--- config.mk ---
export PLATFORM = sky130hd
export DESIGN_NAME = i2c_txshifter_top
export DESIGN_NICKNAME = d
export VERILOG_FILES = /design/src/logic/i2c_tx_pkg.sv /design/src/logic/i2c_scl_timer.sv /design/src/logic/i2c_tx_byte_select.sv /design/src/logic/i2c_tx_shift_fsm.sv /design/src/logic/i2c_txshifter_top.sv
export SDC_FILE = /design/constraint.sdc
export NUM_CORES = 1
export LEC_CHECK = 0
export ABC_AREA = 1
export BUFFER_PORTS_ARGS = -buffer_cell sky130_fd_sc_hd__buf_2
export CAP_MARGIN = 20
export CORE_ASPECT_RATIO = 0.5
export CORE_MARGIN = 2
export CORE_UTILIZATION = 51
export CTS_CLUSTER_SIZE = 40
export DETAILED_ROUTE_END_ITERATION = 8
export HOLD_SLACK_MARGIN = 0.05
export PLACE_DENSITY = 0.77
export SLEW_MARGIN = 15
export SYNTH_ARGS = -nofsm -noshare
export SYNTH_HDL_FRONTEND = slang
export SYNTH_HIERARCHICAL = 1
export SYNTH_SLANG_ARGS = --single-unit
--- constraint.sdc ---
create_clock -name i2c_clk -period 2.6 [get_ports i2c_clk]
set_input_delay 0.39 -clock i2c_clk [delete_from_list [all_inputs] [get_ports i2c_clk]]
set_output_delay 0.39 -clock i2c_clk [all_outputs]
set_load 0.1 [all_outputs]
--- src/logic/i2c_tx_pkg.sv ---
// ***************************************************************************
// shared definitions for the I2C transmit shifter
// widths, fixed bus bytes, master SCL phase lengths, state and source enums
// ***************************************************************************
package i2c_tx_pkg;

    localparam int BYTE_W    = 8;
    // data byte in bits 7..0, command bit 8, two spare bits on top
    localparam int FIFO_W    = 11;
    localparam int TAR_W     = 10;
    localparam int BIT_CNT_W = 4;

    // counter value during the acknowledge clock
    localparam int ACK_BIT_CNT = 0;

    localparam logic [7:0] GCALL_ADDR    = 8'b0000_0000;
    localparam logic [7:0] START_BYTE    = 8'b0000_0001;
    localparam logic [4:0] TENBIT_PREFIX = 5'b11110;

    // each phase lasts one clock longer than the loaded count
    localparam int SCL_CNT_W    = 8;
    localparam int SCL_LOW_CYC  = 6;
    localparam int SCL_HIGH_CYC = 5;

    typedef logic [BYTE_W-1:0]    byte_t;
    typedef logic [FIFO_W-1:0]    fifo_word_t;
    typedef logic [TAR_W-1:0]     tar_t;
    typedef logic [BIT_CNT_W-1:0] bit_cnt_t;

    typedef enum logic [2:0] {
        TX_IDLE,
        TX_CLK_LOAD,
        TX_CLK_LOW,
        TX_CLK_HIGH,
        TX_SLV_SHIFT,
        TX_DONE
    } tx_state_t;

    typedef enum logic [2:0] {
        SRC_DATA,
        SRC_GCALL,
        SRC_START,
        SRC_ADDR10_1,
        SRC_ADDR10_2,
        SRC_ADDR7
    } tx_src_t;

endpackage

--- src/logic/i2c_scl_timer.sv ---
// ***************************************************************************
// i2c_scl_timer
// down-counter timing the master SCL low and high phases
// ***************************************************************************
`timescale 1ns/10ps

module i2c_scl_timer import i2c_tx_pkg::*; (
    input  logic i2c_clk,
    input  logic i2c_rst_n,
    input  logic load_low,
    input  logic load_high,
    output logic phase_done
);

    logic [SCL_CNT_W-1:0] scl_cnt;

    always_ff @(posedge i2c_clk or negedge i2c_rst_n) begin
        if (!i2c_rst_n) begin
            scl_cnt <= '0;
        end else if (load_low) begin
            scl_cnt <= SCL_CNT_W'(SCL_LOW_CYC);
        end else if (load_high) begin
            scl_cnt <= SCL_CNT_W'(SCL_HIGH_CYC);
        end else if (scl_cnt != '0) begin
            scl_cnt <= scl_cnt - 1'b1;
        end
    end

    // stays high while the counter sits at zero, so an idle timer reads as done
    assign phase_done = (scl_cnt == '0);

endmodule

--- src/logic/i2c_tx_byte_select.sv ---
// ***************************************************************************
// i2c_tx_byte_select
// holds the loaded TX FIFO word and picks the byte that goes out on SDA
// ***************************************************************************
`timescale 1ns/10ps

module i2c_tx_byte_select import i2c_tx_pkg::*; (
    input  logic       i2c_clk,
    input  logic       i2c_rst_n,
    input  logic       load_tx_shifter,
    input  fifo_word_t tx_fifo_data_in,
    input  tar_t       ic_tar,
    input  tx_src_t    tx_src,
    input  logic       sent_10bit_addr2,
    input  logic       slv_tx_en,
    output byte_t      tx_byte
);

    fifo_word_t fifo_word;
    logic       cmd_bit;

    always_ff @(posedge i2c_clk or negedge i2c_rst_n) begin
        if (!i2c_rst_n) begin
            fifo_word <= '0;
        end else if (load_tx_shifter) begin
            fifo_word <= tx_fifo_data_in;
        end
    end

    // command bit sits just above the data byte
    assign cmd_bit = fifo_word[BYTE_W];

    always_comb begin
        if (slv_tx_en) begin
            // a slave only ever returns read data
            tx_byte = fifo_word[BYTE_W-1:0];
        end else begin
            case (tx_src)
                SRC_GCALL:    tx_byte = GCALL_ADDR;
                SRC_START:    tx_byte = START_BYTE;
                SRC_ADDR10_1: tx_byte = {TENBIT_PREFIX, ic_tar[TAR_W-1 -: 2],
                                         cmd_bit & sent_10bit_addr2};
                SRC_ADDR10_2: tx_byte = ic_tar[BYTE_W-1:0];
                SRC_ADDR7:    tx_byte = {ic_tar[BYTE_W-2:0], cmd_bit};
                default:      tx_byte = fifo_word[BYTE_W-1:0];
            endcase
        end
    end

endmodule

--- src/logic/i2c_tx_shift_fsm.sv ---
// ***************************************************************************
// i2c_tx_shift_fsm
// shift FSM and bit counter for master and slave transmit
// registered SCL, SDA and ack outputs, done pulses, data phase flags
// ***************************************************************************
`timescale 1ns/10ps

module i2c_tx_shift_fsm import i2c_tx_pkg::*; (
    input  logic  i2c_clk,
    input  logic  i2c_rst_n,
    input  logic  mst_tx_en,
    input  logic  slv_tx_en,
    input  logic  scl_edge_hl,
    input  logic  mst_b2b_txshift,
    input  logic  slv_b2b_txshift,
    input  logic  phase_done,
    input  byte_t tx_byte,
    output logic  load_low,
    output logic  load_high,
    output logic  mst_tx_scl_out,
    output logic  mst_tx_sda_out,
    output logic  slv_tx_sda_out,
    output logic  mst_tx_chk_ack,
    output logic  slv_tx_chk_ack,
    output logic  mst_tx_shift_done,
    output logic  slv_tx_shift_done,
    output logic  mst_txdata_phase,
    output logic  slv_txdata_phase
);

    tx_state_t state;
    tx_state_t nx_state;
    bit_cnt_t  bit_cnt;
    bit_cnt_t  bit_cnt_nxt;
    logic      load_cnt;
    logic      decr_cnt;
    logic      cnt_zero;
    logic      ack_clk;
    logic      shift_bit;
    logic [2:0] bit_idx;
    logic      mst_done_lvl;
    logic      mst_done_dly;
    logic      slv_done_lvl;
    logic      slv_done_dly;

    assign cnt_zero = (bit_cnt == bit_cnt_t'(ACK_BIT_CNT));

    assign mst_txdata_phase = mst_tx_en & ~cnt_zero;
    assign slv_txdata_phase = slv_tx_en & ~cnt_zero;

    // reload in idle and whenever a back-to-back byte starts from TX_DONE
    assign load_cnt = (state == TX_IDLE) |
                      ((state == TX_DONE) & (nx_state != TX_DONE) & (nx_state != TX_IDLE));
    assign decr_cnt = ~cnt_zero &
                      (((state == TX_CLK_HIGH) & (nx_state == TX_CLK_LOAD)) |
                       (slv_tx_en & scl_edge_hl));

    always_comb begin
        if (load_cnt) begin
            bit_cnt_nxt = bit_cnt_t'(BYTE_W);
        end else if (decr_cnt) begin
            bit_cnt_nxt = bit_cnt - 1'b1;
        end else begin
            bit_cnt_nxt = bit_cnt;
        end
    end

    always_ff @(posedge i2c_clk or negedge i2c_rst_n) begin
        if (!i2c_rst_n) begin
            bit_cnt <= bit_cnt_t'(BYTE_W);
        end else begin
            bit_cnt <= bit_cnt_nxt;
        end
    end

    always_ff @(posedge i2c_clk or negedge i2c_rst_n) begin
        if (!i2c_rst_n) begin
            state <= TX_IDLE;
        end else begin
            state <= nx_state;
        end
    end

    always_comb begin
        nx_state = state;
        case (state)
            TX_IDLE: begin
                if (mst_tx_en) begin
                    nx_state = TX_CLK_LOAD;
                end else if (slv_tx_en) begin
                    nx_state = TX_SLV_SHIFT;
                end
            end
            TX_CLK_LOAD, TX_CLK_LOW: begin
                if (!mst_tx_en) begin
                    nx_state = TX_IDLE;
                end else if (phase_done) begin
                    nx_state = TX_CLK_HIGH;
                end else begin
                    nx_state = TX_CLK_LOW;
                end
            end
            TX_CLK_HIGH: begin
                if (!mst_tx_en) begin
                    nx_state = TX_IDLE;
                end else if (phase_done) begin
                    nx_state = cnt_zero ? TX_DONE : TX_CLK_LOAD;
                end
            end
            TX_SLV_SHIFT: begin
                if (!slv_tx_en) begin
                    nx_state = TX_IDLE;
                end else if (cnt_zero && scl_edge_hl) begin
                    nx_state = TX_DONE;
                end
            end
            TX_DONE: begin
                if (!mst_tx_en && !slv_tx_en) begin
                    nx_state = TX_IDLE;
                end else if (mst_tx_en && mst_b2b_txshift) begin
                    nx_state = TX_CLK_LOAD;
                end else if (slv_tx_en && slv_b2b_txshift) begin
                    nx_state = TX_SLV_SHIFT;
                end
            end
            default: nx_state = TX_IDLE;
        endcase
    end

    // the timer is loaded one clock ahead so that it reads its count on phase entry
    assign load_low  = (nx_state == TX_CLK_LOAD);
    assign load_high = (nx_state == TX_CLK_HIGH) & (state != TX_CLK_HIGH);

    assign ack_clk   = (bit_cnt_nxt == bit_cnt_t'(ACK_BIT_CNT));
    assign bit_idx   = 3'(bit_cnt_nxt - 1'b1);
    assign shift_bit = ack_clk ? 1'b1 : tx_byte[bit_idx];

    always_ff @(posedge i2c_clk or negedge i2c_rst_n) begin
        if (!i2c_rst_n) begin
            mst_tx_scl_out <= 1'b1;
            mst_tx_sda_out <= 1'b1;
            slv_tx_sda_out <= 1'b1;
            mst_tx_chk_ack <= 1'b0;
            slv_tx_chk_ack <= 1'b0;
            mst_done_lvl   <= 1'b0;
            slv_done_lvl   <= 1'b0;
        end else begin
            mst_tx_scl_out <= 1'b1;
            mst_tx_sda_out <= 1'b1;
            slv_tx_sda_out <= 1'b1;
            mst_tx_chk_ack <= 1'b0;
            slv_tx_chk_ack <= 1'b0;
            mst_done_lvl   <= 1'b0;
            slv_done_lvl   <= 1'b0;
            case (nx_state)
                TX_CLK_LOAD, TX_CLK_LOW: begin
                    mst_tx_scl_out <= 1'b0;
                    mst_tx_sda_out <= shift_bit;
                    mst_tx_chk_ack <= ack_clk;
                end
                TX_CLK_HIGH: begin
                    mst_tx_sda_out <= shift_bit;
                    mst_tx_chk_ack <= ack_clk;
                end
                TX_SLV_SHIFT: begin
                    slv_tx_sda_out <= shift_bit;
                    slv_tx_chk_ack <= ack_clk;
                end
                TX_DONE: begin
                    // bus parked with SCL high until the next byte or an abort
                    mst_tx_chk_ack <= mst_tx_en;
                    slv_tx_chk_ack <= slv_tx_en;
                    mst_done_lvl   <= mst_tx_en;
                    slv_done_lvl   <= slv_tx_en;
                end
                default: ;
            endcase
        end
    end

    // rising edge of the done level gives a single pulse per byte
    always_ff @(posedge i2c_clk or negedge i2c_rst_n) begin
        if (!i2c_rst_n) begin
            mst_done_dly      <= 1'b0;
            slv_done_dly      <= 1'b0;
            mst_tx_shift_done <= 1'b0;
            slv_tx_shift_done <= 1'b0;
        end else begin
            mst_done_dly      <= mst_done_lvl;
            slv_done_dly      <= slv_done_lvl;
            mst_tx_shift_done <= mst_done_lvl & ~mst_done_dly;
            slv_tx_shift_done <= slv_done_lvl & ~slv_done_dly;
        end
    end

endmodule

--- src/logic/i2c_txshifter_top.sv ---
// ***************************************************************************
// i2c_txshifter_top
// I2C transmit shifter built from byte select, SCL timer and shift FSM
// ***************************************************************************
`timescale 1ns/10ps

module i2c_txshifter_top import i2c_tx_pkg::*; (
    input  logic       i2c_clk,
    input  logic       i2c_rst_n,
    input  logic       mst_tx_en,
    input  logic       slv_tx_en,
    input  logic       scl_edge_hl,
    input  logic       mst_b2b_txshift,
    input  logic       slv_b2b_txshift,
    input  logic       load_tx_shifter,
    input  fifo_word_t tx_fifo_data_in,
    input  tx_src_t    tx_src,
    input  tar_t       ic_tar,
    input  logic       sent_10bit_addr2,
    output logic       mst_tx_scl_out,
    output logic       mst_tx_sda_out,
    output logic       slv_tx_sda_out,
    output logic       mst_tx_chk_ack,
    output logic       slv_tx_chk_ack,
    output logic       mst_tx_shift_done,
    output logic       slv_tx_shift_done,
    output logic       mst_txdata_phase,
    output logic       slv_txdata_phase
);

    byte_t tx_byte;
    logic  load_low;
    logic  load_high;
    logic  phase_done;

    i2c_tx_byte_select i_i2c_tx_byte_select (
        .i2c_clk          (i2c_clk),
        .i2c_rst_n        (i2c_rst_n),
        .load_tx_shifter  (load_tx_shifter),
        .tx_fifo_data_in  (tx_fifo_data_in),
        .ic_tar           (ic_tar),
        .tx_src           (tx_src),
        .sent_10bit_addr2 (sent_10bit_addr2),
        .slv_tx_en        (slv_tx_en),
        .tx_byte          (tx_byte)
    );

    // only used in master mode, a slave follows the external SCL strobe
    i2c_scl_timer i_i2c_scl_timer (
        .i2c_clk    (i2c_clk),
        .i2c_rst_n  (i2c_rst_n),
        .load_low   (load_low),
        .load_high  (load_high),
        .phase_done (phase_done)
    );

    i2c_tx_shift_fsm i_i2c_tx_shift_fsm (
        .i2c_clk           (i2c_clk),
        .i2c_rst_n         (i2c_rst_n),
        .mst_tx_en         (mst_tx_en),
        .slv_tx_en         (slv_tx_en),
        .scl_edge_hl       (scl_edge_hl),
        .mst_b2b_txshift   (mst_b2b_txshift),
        .slv_b2b_txshift   (slv_b2b_txshift),
        .phase_done        (phase_done),
        .tx_byte           (tx_byte),
        .load_low          (load_low),
        .load_high         (load_high),
        .mst_tx_scl_out    (mst_tx_scl_out),
        .mst_tx_sda_out    (mst_tx_sda_out),
        .slv_tx_sda_out    (slv_tx_sda_out),
        .mst_tx_chk_ack    (mst_tx_chk_ack),
        .slv_tx_chk_ack    (slv_tx_chk_ack),
        .mst_tx_shift_done (mst_tx_shift_done),
        .slv_tx_shift_done (slv_tx_shift_done),
        .mst_txdata_phase  (mst_txdata_phase),
        .slv_txdata_phase  (slv_txdata_phase)
    );

endmodule

Word-level counts from Yosys, hierarchy flattened. Index checks and enable logic that the tools add are counted. Widths: inputs -> output; s select.

Bits in registers: 35. Input bits: 33. Word-level logic and storage cells: 98.

Add/sub/neg operators: 3. $lt $le $gt $ge: 1. Equality and inequality tests: 17. Multiplexer cells: 30. Bitwise gates (word level): 16. Reductions and logical operators: 16.

Operator list (number): $pmux 8 s5 (1); $mux 3 (11); $mux 8 (4); $eq 3x2->1 const B (6); $eq 3x3->1 const B (6); $pmux 3 s5 (1); $and 1x1->1 (11); $eq 3x1->1 const B (3); $logic_not 4->1 (2); $logic_not 8->1 (1); $mux 1 (8); $mux 4 (2); $reduce_bool 8->1 (1); $sub 8x1->8 const B (1); $reduce_bool 3->1 (2); $logic_and 1x1->1 (4); $lt 3x4->1 const B (1); $pmux 1 s2 (2); $reduce_or 2->1 (2); $sub 4x1->4 const B (1); $bmux 1 s3 (1); $logic_not 3->1 (1); $ne 3x2->1 const B (1); $ne 3x3->1 const B (1); other kinds (5) (9).

Depth between registers and ports, before layout. Gate-level depths: netlist of run 1.

Depth after elaboration: 16. Gate-level depth with buffers: 19. Gate-level depth less buffers: 19.

Modules after synthesis. Netlist of run 1, hierarchy kept.

By module, submodules not included: i2c_tx_shift_fsm (instances 1, cells an instance 142, area an instance 1111.1 um^2); i2c_tx_byte_select (instances 1, cells an instance 85, area an instance 723.2 um^2); i2c_scl_timer (instances 1, cells an instance 71, area an instance 568.0 um^2).

Worst setup path before layout of run 1. Ideal clock, no wire load.

Path kind: register to register. Start: register i_i2c_tx_shift_fsm.bit_cnt[0]. End: register i_i2c_tx_shift_fsm.mst_tx_sda_out. Setup time: 0.089 ns. Data arrival time: 3.322 ns. Required time: 2.511 ns. Setup slack: -0.811 ns. Stages on the path, launching flop included: 15. Cells stage by stage: dfrtp_1 > inv_1 > ha_1 > nand2_1 > inv_1 > nor2_1 > nand2_1 > nand3_1 > nand3_4 > ha_1 > inv_1 > nand3_1 > nand2_1 > nand2_1 > nand4_1.

Cells in the longest elaborated chain, start to end: 16. Elaborated cells on any way between the ends: 30.

Ends and longest elaborated chain: from (decl) (RTL line i2c_tx_shift_fsm.sv:33) `bit_cnt_t bit_cnt;`; from (signal assigned) (RTL line i2c_tx_shift_fsm.sv:70) `bit_cnt <= bit_cnt_t'(BYTE_W);`; from (signal assigned) (RTL line i2c_tx_shift_fsm.sv:72) `bit_cnt <= bit_cnt_nxt;`; $logic_not 4->1 (RTL line i2c_tx_shift_fsm.sv:46) `assign cnt_zero = (bit_cnt == bit_cnt_t'(ACK_BIT_CNT));`; $mux 3 or $logic_and 1x1->1 (tied branches) (RTL line i2c_tx_shift_fsm.sv:107, i2c_tx_shift_fsm.sv:113); $mux 3, on equally long branches (RTL line i2c_tx_shift_fsm.sv:106, i2c_tx_shift_fsm.sv:113); $mux 3, on equally long branches (RTL line i2c_tx_shift_fsm.sv:104, i2c_tx_shift_fsm.sv:111); $pmux 3 s5 (RTL line i2c_tx_shift_fsm.sv:86) `case (state)`; $eq 3x1->1 (RTL line i2c_tx_shift_fsm.sv:55, i2c_tx_shift_fsm.sv:155); $and 1x1->1 (RTL line i2c_tx_shift_fsm.sv:55) `(((state == TX_CLK_HIGH) & (nx_state == TX_CLK_LOAD)) |`; $or 1x1->1 (RTL line i2c_tx_shift_fsm.sv:55); $and 1x1->1 (RTL line i2c_tx_shift_fsm.sv:54) `assign decr_cnt = ~cnt_zero &`; $mux 4 (RTL line i2c_tx_shift_fsm.sv:61) `end else if (decr_cnt) begin`; $mux 4 (RTL line i2c_tx_shift_fsm.sv:59) `if (load_cnt) begin`; $sub 3x1->3 (RTL line i2c_tx_shift_fsm.sv:135) `assign bit_idx = 3'(bit_cnt_nxt - 1'b1);`; $bmux 1 s3 (RTL line i2c_tx_shift_fsm.sv:136) `assign shift_bit = ack_clk ? 1'b1 : tx_byte[bit_idx];`; $mux 1 (not written as such) (RTL line i2c_tx_shift_fsm.sv:136); $mux 1 (RTL line i2c_tx_shift_fsm.sv:136); $mux 1 (*) (RTL line i2c_tx_shift_fsm.sv:155) `case (nx_state)`; to (signal assigned) (RTL line i2c_tx_shift_fsm.sv:158) `mst_tx_sda_out <= shift_bit;`; to (signal assigned) (RTL line i2c_tx_shift_fsm.sv:162) `mst_tx_sda_out <= shift_bit;`; to (decl) (RTL line i2c_tx_shift_fsm.sv:21) `output logic mst_tx_sda_out,`.

Every way passes the cells marked *; elsewhere a longest branch is shown, timed or not. The select of a mux whose other input is x is not followed. A chain may end at the register's enable or synchronous reset.

Worst setup path after layout of run 1.
Start: register i_i2c_scl_timer.scl_cnt[1]. End: register i_i2c_tx_shift_fsm.slv_tx_sda_out.

Cells in the longest elaborated chain, start to end: 15. Elaborated cells on any way between the ends: 24.

Ends and longest elaborated chain: from (decl) (RTL line i2c_scl_timer.sv:15) `logic [SCL_CNT_W-1:0] scl_cnt;`; from (signal assigned) (RTL line i2c_scl_timer.sv:21) `scl_cnt <= SCL_CNT_W'(SCL_LOW_CYC);`; from (signal assigned) (RTL line i2c_scl_timer.sv:23) `scl_cnt <= SCL_CNT_W'(SCL_HIGH_CYC);`; from (signal assigned) (RTL line i2c_scl_timer.sv:25) `scl_cnt <= scl_cnt - 1'b1;`; $logic_not 8->1 (*) (RTL line i2c_scl_timer.sv:30) `assign phase_done = (scl_cnt == '0);`; named net phase_done (RTL line i2c_txshifter_top.sv:34) `logic phase_done;`; $mux 3 (*) (RTL line i2c_tx_shift_fsm.sv:106) `end else if (phase_done) begin`; $mux 3 (*) (RTL line i2c_tx_shift_fsm.sv:104) `if (!mst_tx_en) begin`; $pmux 3 s5 (*) (RTL line i2c_tx_shift_fsm.sv:86); named net i_i2c_tx_shift_fsm.nx_state[2] (RTL line i2c_tx_shift_fsm.sv:32) `tx_state_t nx_state;`; $eq 3x1->1 (RTL line i2c_tx_shift_fsm.sv:55); $and 1x1->1 (RTL line i2c_tx_shift_fsm.sv:55); $or 1x1->1 (RTL line i2c_tx_shift_fsm.sv:55); $and 1x1->1 (RTL line i2c_tx_shift_fsm.sv:54); $mux 4 (RTL line i2c_tx_shift_fsm.sv:61); $mux 4 (RTL line i2c_tx_shift_fsm.sv:59); $sub 3x1->3 (RTL line i2c_tx_shift_fsm.sv:135); $bmux 1 s3 (RTL line i2c_tx_shift_fsm.sv:136); $mux 1 (not written as such) (RTL line i2c_tx_shift_fsm.sv:136); $mux 1 (RTL line i2c_tx_shift_fsm.sv:136); $mux 1 (*) (RTL line i2c_tx_shift_fsm.sv:155); to (signal assigned) (RTL line i2c_tx_shift_fsm.sv:166) `slv_tx_sda_out <= shift_bit;`; to (decl) (RTL line i2c_tx_shift_fsm.sv:22) `output logic slv_tx_sda_out,`.

The timed path passes the listed nets; every way through them passes the cells marked *. The select of a mux whose other input is x is not followed.

==> flow_summary.yaml, run 1 <==
drt:
  ant_nets: 0
  vias_per_cell: 5.389
  drt-initial-drc-count: 144
  drt_pass1_iterations: 5
  drt_wl_total_mm: 5.633
  num_vias: 2242
  drc: 0
  wl_per_cell_um: 13.54
timing:
  layout_min_cycle_time_ps: 2483
  finalSetupViolations: 0
  finalHoldViolCount: 0
  fmax_ghz: 0.4028
  report.final.slew_viol_count: 0
  fin_crit_sh_pct: 95.50
  worst_pin_slew_ps: 798.1
  finClkSkew_ps: 9.878
  slew-limit-headroom_pct: 46.79
synth:
  synth_edf_count: 0
  yosysMostFrequentCell: "nand2_1"
  yosysTopAreaCell: "dfrtp_1"
  ys_seq_area_share_pct: 36.67
  syn_avg_cell_area_um2: 8.061
  mappedNetlistNets: 336
  synth_seq_cells: 35
  netlist_top_cells_count: "54 x nand2_1, 37 x inv_1, 37 x nor2_1, 32 x nand3_1, 31 x dfrtp_1"
  synthTopCellsByArea: "dfrtp_1 32%, nand2_1 8.4%, nand3_1 6.7%"
  synthDistinctLibCells: 37
  synthCells: 298
  async_flop_share_pct: 100.0
  yosys_warnings: 6
  synth_area_um2: 2402
  synth_flop_cell: "dfrtp_1"
  synth_top_area_share_pct: 32.29
placement:
  port_buffers: 39
  gp_congestion: 0.8862
  dpl.cell_count: 396
  dp_hpwl_mm: 3.938
worst_setup_path:
  cp_data_arrival_time_ps: 2690
  r2r-start: "i_i2c_scl_timer/scl_cnt[1]"
  cp-start-kind: "flip-flop"
  critPathRequiredTime_ps: 2810
  critPathKind: "flip-flop to flip-flop"
  end_kind: "flip-flop"
  setup.worst_path.start: "i_i2c_scl_timer/scl_cnt[1]"
  worstPathMaxFanout: 3
floorplanning:
  io_pins: 42
  die_w_um: 101.1
  start_util_pct: 53.78
  dieHeight_um: 52.53
  dieArea_um2: 5309
  num_rows: 17
  core_um2: 4467
clock_network:
  root_buffer: "clkbuf_8"
  cts_tree: "built"
  cts.path.max_buffers: 2
  clk_pin_slew_worst_paths_ps: 70
  clock_latency_ps: 300
  numCtsBuffers: 5
  clock-sinks: 35
  cts_max_level: 2
global_route:
  grt_pass1_wl_mm: 9.066
  grt_overflow: 0
  grt_max_degree: 36
  grt_antenna_before_repair: 0
  grtUsageTotal_pct: 22.17
  grt_pass1_vias: 2120
final_layout:
  instances_no_fill: 416
  nNetsFinal: 396
  drive_gt1_share_pct: 37.88
  num_antenna_cells: 0
  synthToLayoutAreaGrowth_pct: 22.03
  finish.utilization_pct: 65.63
power:
  power_density_nw_per_um2: 1087
  total_leakage_power_nw: 1.518
  total_power_mw: 3.185
  ir_worst_vdd_v: 0.0005114
run_status:
  status: "finished, final reports clean"
worst_hold_path:
  hold_path.class: "input port to async pin"
job:
  drv_cap: 0
==> path summary, 6_finish.rpt <==
path	to	slack, ps	depth (start not counted)
min	i_i2c_scl_timer/scl_cnt[5]	170	1
min in group i2c_clk	i_i2c_tx_byte_select/fifo_word[2]	320	2
min reg2reg	i_i2c_tx_shift_fsm/slv_done_dly	390	0
max	i_i2c_tx_shift_fsm/slv_tx_sda_out	120	17
max reg2reg	i_i2c_tx_shift_fsm/slv_tx_sda_out	120	17
max in group asynchronous	i_i2c_tx_shift_fsm/state[1]	1910	1
==> metal layers <==
| layer | global-route usage, % | part of all wire, % |
|---|---|---|
| met5 | 0 | 0 |
| met3 | 5.600 | 5.3 |
| met2 | 41.50 | 50 |
| met1 | 25.59 | 43 |
| met4 | 6.081 | 1.3 |
==> critical path: stages (launching register included) <==
cell      delay, ps
dfrtp_1         390
inv_2            90
ha_4            140
nand2_4          70
nor2_8          110
nand2_1          70
inv_2           100
nand3_2         110
nand3_2         120
nand3_4          90
a21boi_4        210
o211ai_1        160
ha_2            380
inv_2            40
nand3_1          70
nand2_1          60
nand2_1          80
nand4_1         100
==> registers in the layout, summed over array words and instances (netlist names), 3 cells and up <==
name and flops:
i_i2c_tx_byte_select/fifo_word 9, i_i2c_scl_timer/scl_cnt 8, i_i2c_tx_shift_fsm/bit_cnt 4, i_i2c_tx_shift_fsm/state 3
==> per-stage QoR <==
stage / setup slack [ps] / hold WS [ps] / setup TNS [ps] / area, um^2
finish: 117.1 / 169.3 / 0 / 2932
global route: -37.63 / 247.1 / -58.62 / 2932
CTS: 8.963 / 194.1 / 0 / 2786
detailed placement: -0.5413 / 370.2 / -0.5413 / 2693
global placement: 84.16 / 360.2 / 0 / 2693
floorplan: 55.59 / 94.41 / 0 / 2410
==> cell families (layout without fill, tap and decap cells) <==
| logic type | count (synthesis) | in the layout | synth area share, % |
|---|---|---|---|
| flip-flops | 35 | 35 | 36.67 |
| multiplexers | 9 | 9 | 4.219 |
| AO/OA/AOI/OAI | 25 | 25 | 6.875 |
| AND/OR/NAND/NOR | 174 | 174 | 40.10 |
| adder cells (fa/ha/maj) | 5 | 5 | 2.604 |
| buffers and inverters | 48 | 109 | 8.802 |
| XOR/XNOR | 2 | 2 | 0.7293 |
==> power by group <==
part,total [mW],switching [mW],internal (mW)
clock network,0.385,0.197,0.188
logic,1.93,1.23,0.701
registers,0.867,0.149,0.718
==> timing repair <==
item,in CTS,in global routing
gates resized for setup,1,20
gates cloned,0,0
setup endpoints to repair,2,4
hold buffers,0,0
buffers inserted,1,11
pin swaps,3,11
==> cells in the final DEF (no fill, tap or decap), types with 4 or more instances in the layout <==
cell	Yosys	routed
clkbuf_8	0	5
nand3_1	32	30
nand2_4	5	6
nor2_1	37	33
inv_1	37	30
mux2_2	9	9
nor2_2	8	11
dfrtp_1	31	31
nor2_4	4	5
nand4_1	17	17
dfstp_2	4	4
o21ai_2	5	4
nand2_1	54	53
buf_4	1	18
nand3_2	3	4
a21oi_1	13	12
inv_2	4	11
buf_2	2	39
==> area by class of cell <==
class                   instances  area (um^2)
clock inverters                 1        5.005
flip-flops and latches         35        880.8
repair buffers                 57        330.3
clock buffers                   7        76.32
well taps                      57        71.32
multi-input cells             215         1385
fillers                       363         1535
inverters                      44        182.7
Power figures use the tool's default switching activity.
==> run 2, diff against run 1 <==
- CORE_UTILIZATION: 51 -> 45
- PLACE_DENSITY: 0.77 -> 0.69
==> run 2 against run 1 <==
Maximum frequency up 2.1%. Cell count up 2.2%. Register-to-register slack better by 50 ps. Sequential power down 1%. Clock skew down 3.2 ps. Routed wire length down 12%. Clock-buffer cell count unchanged. Worst setup slack better by 52 ps. Critical path type unchanged. Highest routed layer is now met3.
==> flow_summary.yaml, run 2 (synthesis gave the netlist of run 1 again) <==
final_layout:
  largest_register_ffs: 9
  top_register: "i_i2c_tx_byte_select/fifo_word"
  drive_gt1_share_pct: 36.34
  finish.utilization_pct: 57.87
  top_regs: "i_i2c_tx_byte_select/fifo_word: 9 flops, i_i2c_scl_timer/scl_cnt: 8 flops, i_i2c_tx_shift_fsm/bit_cnt: 4 flops"
  synthToLayoutAreaGrowth_pct: 20.99
  num_antenna_cells: 0
  layout_commonest_cell: "nand2_1"
  final_cell_mix: "53 x nand2_1, 39 x buf_2, 35 x nor2_1"
  nNetsFinal: 392
drt:
  drt_pass1_iterations: 4
  ant_nets: 0
  drt_wl_total_mm: 4.963
  drt-initial-drc-count: 136
  wl_per_cell_um: 11.68
  vias_per_cell: 4.969
  num_vias: 2112
  drc: 0
clock_network:
  root_buffer: "clkbuf_8"
  numCtsBuffers: 5
  cts_hold_buf: 0
  cts.path.max_buffers: 2
  cts_tree: "built"
  clk_pin_slew_worst_paths_ps: 70
  cts_max_level: 2
  clock_latency_ps: 280
  clock-sinks: 35
timing:
  fin_tns_setup_ps: 0
  setup_ws_ps: 169.3
  layout_min_cycle_time_ps: 2431
  finalHoldViolCount: 0
  worst_pin_slew_ps: 772.2
  report.final.slew_viol_count: 0
  fin_crit_sh_pct: 93.49
  fmax_ghz: 0.4114
  finalSetupViolations: 0
  hold_ws_ps: 181.5
  finClkSkew_ps: 6.721
  slew-limit-headroom_pct: 48.52
global_route:
  grt_pass1_wl_mm: 8.597
  grtUsageTotal_pct: 17.65
  use_met1_pct: 23.81
  use_met3_pct: 4.215
  grt_antenna_before_repair: 0
  grt-busiest-layer: "met2"
  use_met2_pct: 29.20
  grt_max_degree: 36
  grt_overflow: 0
  grt_pass1_vias: 1971
worst_setup_path:
  end_kind: "flip-flop"
  r2r-end: "i_i2c_tx_shift_fsm/mst_tx_sda_out"
  critPathRequiredTime_ps: 2800
  cp_data_arrival_time_ps: 2630
  r2r-start: "i_i2c_scl_timer/scl_cnt[1]"
  rrSetupSlack_ps: 170
  worstPathMaxFanout: 4
  cp-start-kind: "flip-flop"
  critPathCapture: "i_i2c_tx_shift_fsm/mst_tx_sda_out"
  critPathKind: "flip-flop to flip-flop"
  setup.worst_path.start: "i_i2c_scl_timer/scl_cnt[1]"
  reg2regPathDepth: 17
power:
  power_density_nw_per_um2: 1059
  total_leakage_power_nw: 1.499
  total_power_mw: 3.078
  ir_worst_vdd_v: 0.0004464
floorplanning:
  die_w_um: 107.3
  core_um2: 5022
  dieArea_um2: 5975
  io_pins: 42
  num_rows: 18
  dieHeight_um: 55.67
  start_util_pct: 47.83
job:
  drv_cap: 0
run_status:
  status: "finished, final reports clean"
placement:
  gp_congestion: 0.8387
  dp_hpwl_mm: 3.775
  port_buffers: 39
  pre_cts_ws_ps: 33.48
worst_hold_path:
  hold_path.class: "input port to async pin"
[run 2: cell types whose count changed in the layout (fill, tap and decap cells not counted), sizes merged]
cell	change
buf	-4
[run 2: worst min path at each step]
stage / start / to / slack, ps / cells after the start
after global placement: i_i2c_tx_shift_fsm/slv_done_lvl / i_i2c_tx_shift_fsm/slv_done_dly / 360 / 0
after detailed placement: i_i2c_tx_shift_fsm/mst_done_lvl / i_i2c_tx_shift_fsm/mst_done_dly / 360 / 0
after global routing: i2c_rst_n / i_i2c_tx_shift_fsm/bit_cnt[0] / 240 / 1
final: i2c_rst_n / i_i2c_scl_timer/scl_cnt[4] / 180 / 1
after floorplan: i2c_rst_n / i_i2c_scl_timer/scl_cnt[0] / 90 / 0
after CTS: i2c_rst_n / i_i2c_scl_timer/scl_cnt[4] / 200 / 1
[run 2: power by group]
group / switching [mW] / leakage [nW] / internal [mW]
Clock: 0.187 / 0.0422 / 0.188
Combinational: 1.18 / 1.02 / 0.662
Sequential: 0.139 / 0.438 / 0.718
[run 2: area by class of cell]
type	instances	area, um^2
fillers	459	2116
multi-input cells	215	1374
flip-flops and latches	35	880.8
repair buffers	53	300.3
inverters	44	182.7
well taps	70	87.58
clock buffers	7	76.32
clock inverters	1	5.005
[run 2: worst max-delay path: stages (launching register included)]
cell and delay (ps):
dfrtp_1 400, inv_2 90, ha_4 140, nand2_4 80, nor2_8 110, nand2_1 60, inv_2 90, nand3_4 90
nand4_4 130, nand3_4 100, a21boi_4 220, o211ai_1 150, ha_2 380, inv_1 60, nand3_1 70, nand2_1 60
nand2_2 60, nand4_1 70
[run 2: through the flow]
stage	area (um^2)	std cells
final	2907	425
after global placement	2724	411
after floorplan	2410	298
after global routing	2907	425
after detailed placement	2724	411
after CTS	2805	419
[run 2: metal layers]
layer / wire (um) / part of all wire (%)
met1: 2396 / 48
met3: 229 / 4.6
met5: 0 / 0
met4: 0 / 0
met2: 2337 / 47
[run 2: repair_timing]
action                                  in CTS  in global routing
endpoints found under the hold margin        0                  0
endpoints found under the setup margin       0                  4
gates resized for setup                      0                 17
buffers inserted                             0                  6
==> run 3, diff against run 2 <==
- BUFFER_PORTS_ARGS: -buffer_cell sky130_fd_sc_hd__buf_2 -> not set
- DONT_BUFFER_PORTS: not set -> 1
- PLACE_DENSITY: 0.69 -> not set
==> run 3 against run 2 <==
Maximum frequency shrank 0.46%. Utilization shrank 1.9 points. First-iteration DRC count shrank 18%. Via count shrank 4.5%. Combinational power shrank 9.7%. Clock power grew 35%. Routed wire length grew 2.0%. Clock skew grew 1.3 ps. Die area is the same. Clock-buffer cell count shrank 1. Largest power group unchanged.
==> flow_summary.yaml, run 3 (synthesis gave the netlist of run 1 again) <==
worst_setup_path:
  worst-path-buf-inv: 3
  reg2regPathDepth: 16
  slowest_stage: "dfrtp_1"
  r2r-end: "i_i2c_tx_shift_fsm/mst_tx_sda_out"
  end_kind: "flip-flop"
  crit_family: "simple AND/OR/NAND/NOR gates"
  worstPathCellList: "inv_2, ha_4, nand2_4, nor2_8, nand2_1, inv_2, nand3_4, nand4_4, nand3_4, a21boi_4, o211ai_1, ha_1, inv_1, nand3_1, nand3_2, nand4_1"
  critPathKind: "flip-flop to flip-flop"
  worstPathMaxFanout: 4
  max_stage_delay_ps: 400
  r2r-start: "i_i2c_scl_timer/scl_cnt[1]"
  cp_data_arrival_time_ps: 2650
  rrSetupSlack_ps: 160
  critPathRequiredTime_ps: 2800
  cp-start-kind: "flip-flop"
drt:
  ant_nets: 0
  drc: 0
  drt-initial-drc-count: 112
  drt_wl_total_mm: 5.062
  vias_per_cell: 5.145
  wl_per_cell_um: 12.91
  drt_pass1_iterations: 5
  num_vias: 2017
worst_hold_path:
  hold_path.class: "input port to flip-flop"
  hold_start: "tx_fifo_data_in[3]"
  hold_depth: 1
  min_to: "i_i2c_tx_byte_select/fifo_word[3]"
final_layout:
  finish.utilization_pct: 56.00
  synthToLayoutAreaGrowth_pct: 17.08
  num_antenna_cells: 0
  drive_gt1_share_pct: 29.50
  fill_cells: 462
  largest_register_ffs: 9
  stdcell_area_um2: 2813
  top_register: "i_i2c_tx_byte_select/fifo_word"
  instances_no_fill: 392
  layout_commonest_cell: "nand2_1"
  top_regs: "i_i2c_tx_byte_select/fifo_word: 9 flops, i_i2c_scl_timer/scl_cnt: 8 flops, i_i2c_tx_shift_fsm/bit_cnt: 4 flops"
  nNetsFinal: 359
  final_cell_mix: "53 x nand2_1, 34 x nor2_1, 33 x inv_1"
floorplanning:
  num_rows: 18
  io_pins: 42
  start_util_pct: 47.83
  dieHeight_um: 55.67
  die_w_um: 107.3
  core_um2: 5022
  dieArea_um2: 5975
timing:
  hold_ws_ps: 250.5
  layout_min_cycle_time_ps: 2442
  finalSetupViolations: 0
  fmax_ghz: 0.4095
  finClkSkew_ps: 8.047
  fin_crit_sh_pct: 93.92
  fin_tns_setup_ps: 0
  report.final.slew_viol_count: 0
  setup_ws_ps: 158.1
  slew-limit-headroom_pct: 40.95
  finalHoldViolCount: 0
  worst_pin_slew_ps: 886.3
global_route:
  grt_pass1_wl_mm: 8.093
  grt_max_degree: 36
  grt_overflow: 0
  grt_pass1_vias: 1877
  grt_antenna_before_repair: 0
  grtUsageTotal_pct: 17.08
power:
  pwr-share-comb_pct: 51.2
  p_int_mw: 1.724
  power_density_nw_per_um2: 1159
  total_leakage_power_nw: 1.401
  total_power_mw: 3.260
  switchingPower_mw: 1.537
  switching_share_pct: 47.13
  power_frac_clock_pct: 15.6
  ir_worst_vdd_v: 0.0006337
  p_seq_share_pct: 33.2
clock_network:
  clock-sinks: 35
  cts_tree: "built"
  clock_latency_ps: 290
  cts.path.max_buffers: 2
  numCtsBuffers: 5
  cts_max_level: 2
  root_buffer: "clkbuf_8"
  clk_pin_slew_worst_paths_ps: 70
job:
  drv_cap: 0
placement:
  dp_hpwl_mm: 3.806
  port_buffers: 0
  dpl.cell_count: 377
  gp_congestion: 0.8175
  pre_cts_ws_ps: 12.00
  post_dp_cell_area_um2: 2569
run_status:
  status: "finished, final reports clean"
-- run 3: cell types whose count changed in the layout (fill, tap and decap cells not counted), sizes merged --
cell / change
dlygate4sd3: +1
buf: -34
bufinv: +1
clkbuf: -1
-- run 3: timing repair --
| action | in CTS | in global routing |
|---|---|---|
| hold endpoints to repair | 35 | 0 |
| hold buffers | 2 | 0 |
| setup endpoints to repair | 1 | 4 |
| pin swaps | 2 | 7 |
| buffers inserted | 1 | 4 |
| gates resized for setup | 0 | 15 |
-- run 3: power groups by stage --
stage          logic [mW]  registers [mW]  clock network, mW
2_1_floorplan        1.16            1.05                  0
3_3_place_gp         1.46            1.08                  0
3_5_place_dp         1.49            1.08                  0
4_1_cts              1.53            1.08              0.529
5_1_grt              1.86            1.10              0.549
6_report             1.67            1.08              0.508
-- run 3: worst register-to-register path: cells and delay by family, from the launching register on --
family                     cells  cell delay (ps)
AOI/OAI and AO/OA              2              350
adders and majority gates      2              510
buffers and inverters          3              260
DFF                            1              400
and+or+nand+nor                9              840
-- run 3: layout make-up --
class	instances	area, um^2	area share, %
multi-input cells	215	1379	49.02
flip-flops and latches	35	880.8	31.32
inverters	44	182.7	6.495
repair buffers	20	165.2	5.872
well taps	70	87.58	3.114
clock buffers	6	82.58	2.936
clock inverters	2	35.03	1.246
-- run 3: per-layer routing --
layer	track usage [%]	wire, um	part of all wire (%)	up-vias
li1	-	-	-	1026
met1	21.96	2320	46	946
met2	28.84	2519	50	41
met3	3.747	202	4.0	4
met4	5.495	20	0.40	0
met5	0	0	0	-
-- run 3: worst max path at each step --
stage / startpoint / endpoint / cells past startpoint
2_1_floorplan: i_i2c_scl_timer/scl_cnt[0] / i_i2c_tx_shift_fsm/mst_tx_sda_out / 16
3_3_place_gp: i_i2c_scl_timer/scl_cnt[1] / i_i2c_tx_shift_fsm/mst_tx_sda_out / 16
3_5_place_dp: i_i2c_scl_timer/scl_cnt[1] / i_i2c_tx_shift_fsm/mst_tx_sda_out / 16
4_1_cts: i_i2c_scl_timer/scl_cnt[1] / i_i2c_tx_shift_fsm/mst_tx_sda_out / 17
5_1_grt: i_i2c_tx_shift_fsm/bit_cnt[0] / i_i2c_tx_shift_fsm/mst_tx_sda_out / 14
6_report: i_i2c_scl_timer/scl_cnt[1] / i_i2c_tx_shift_fsm/mst_tx_sda_out / 16
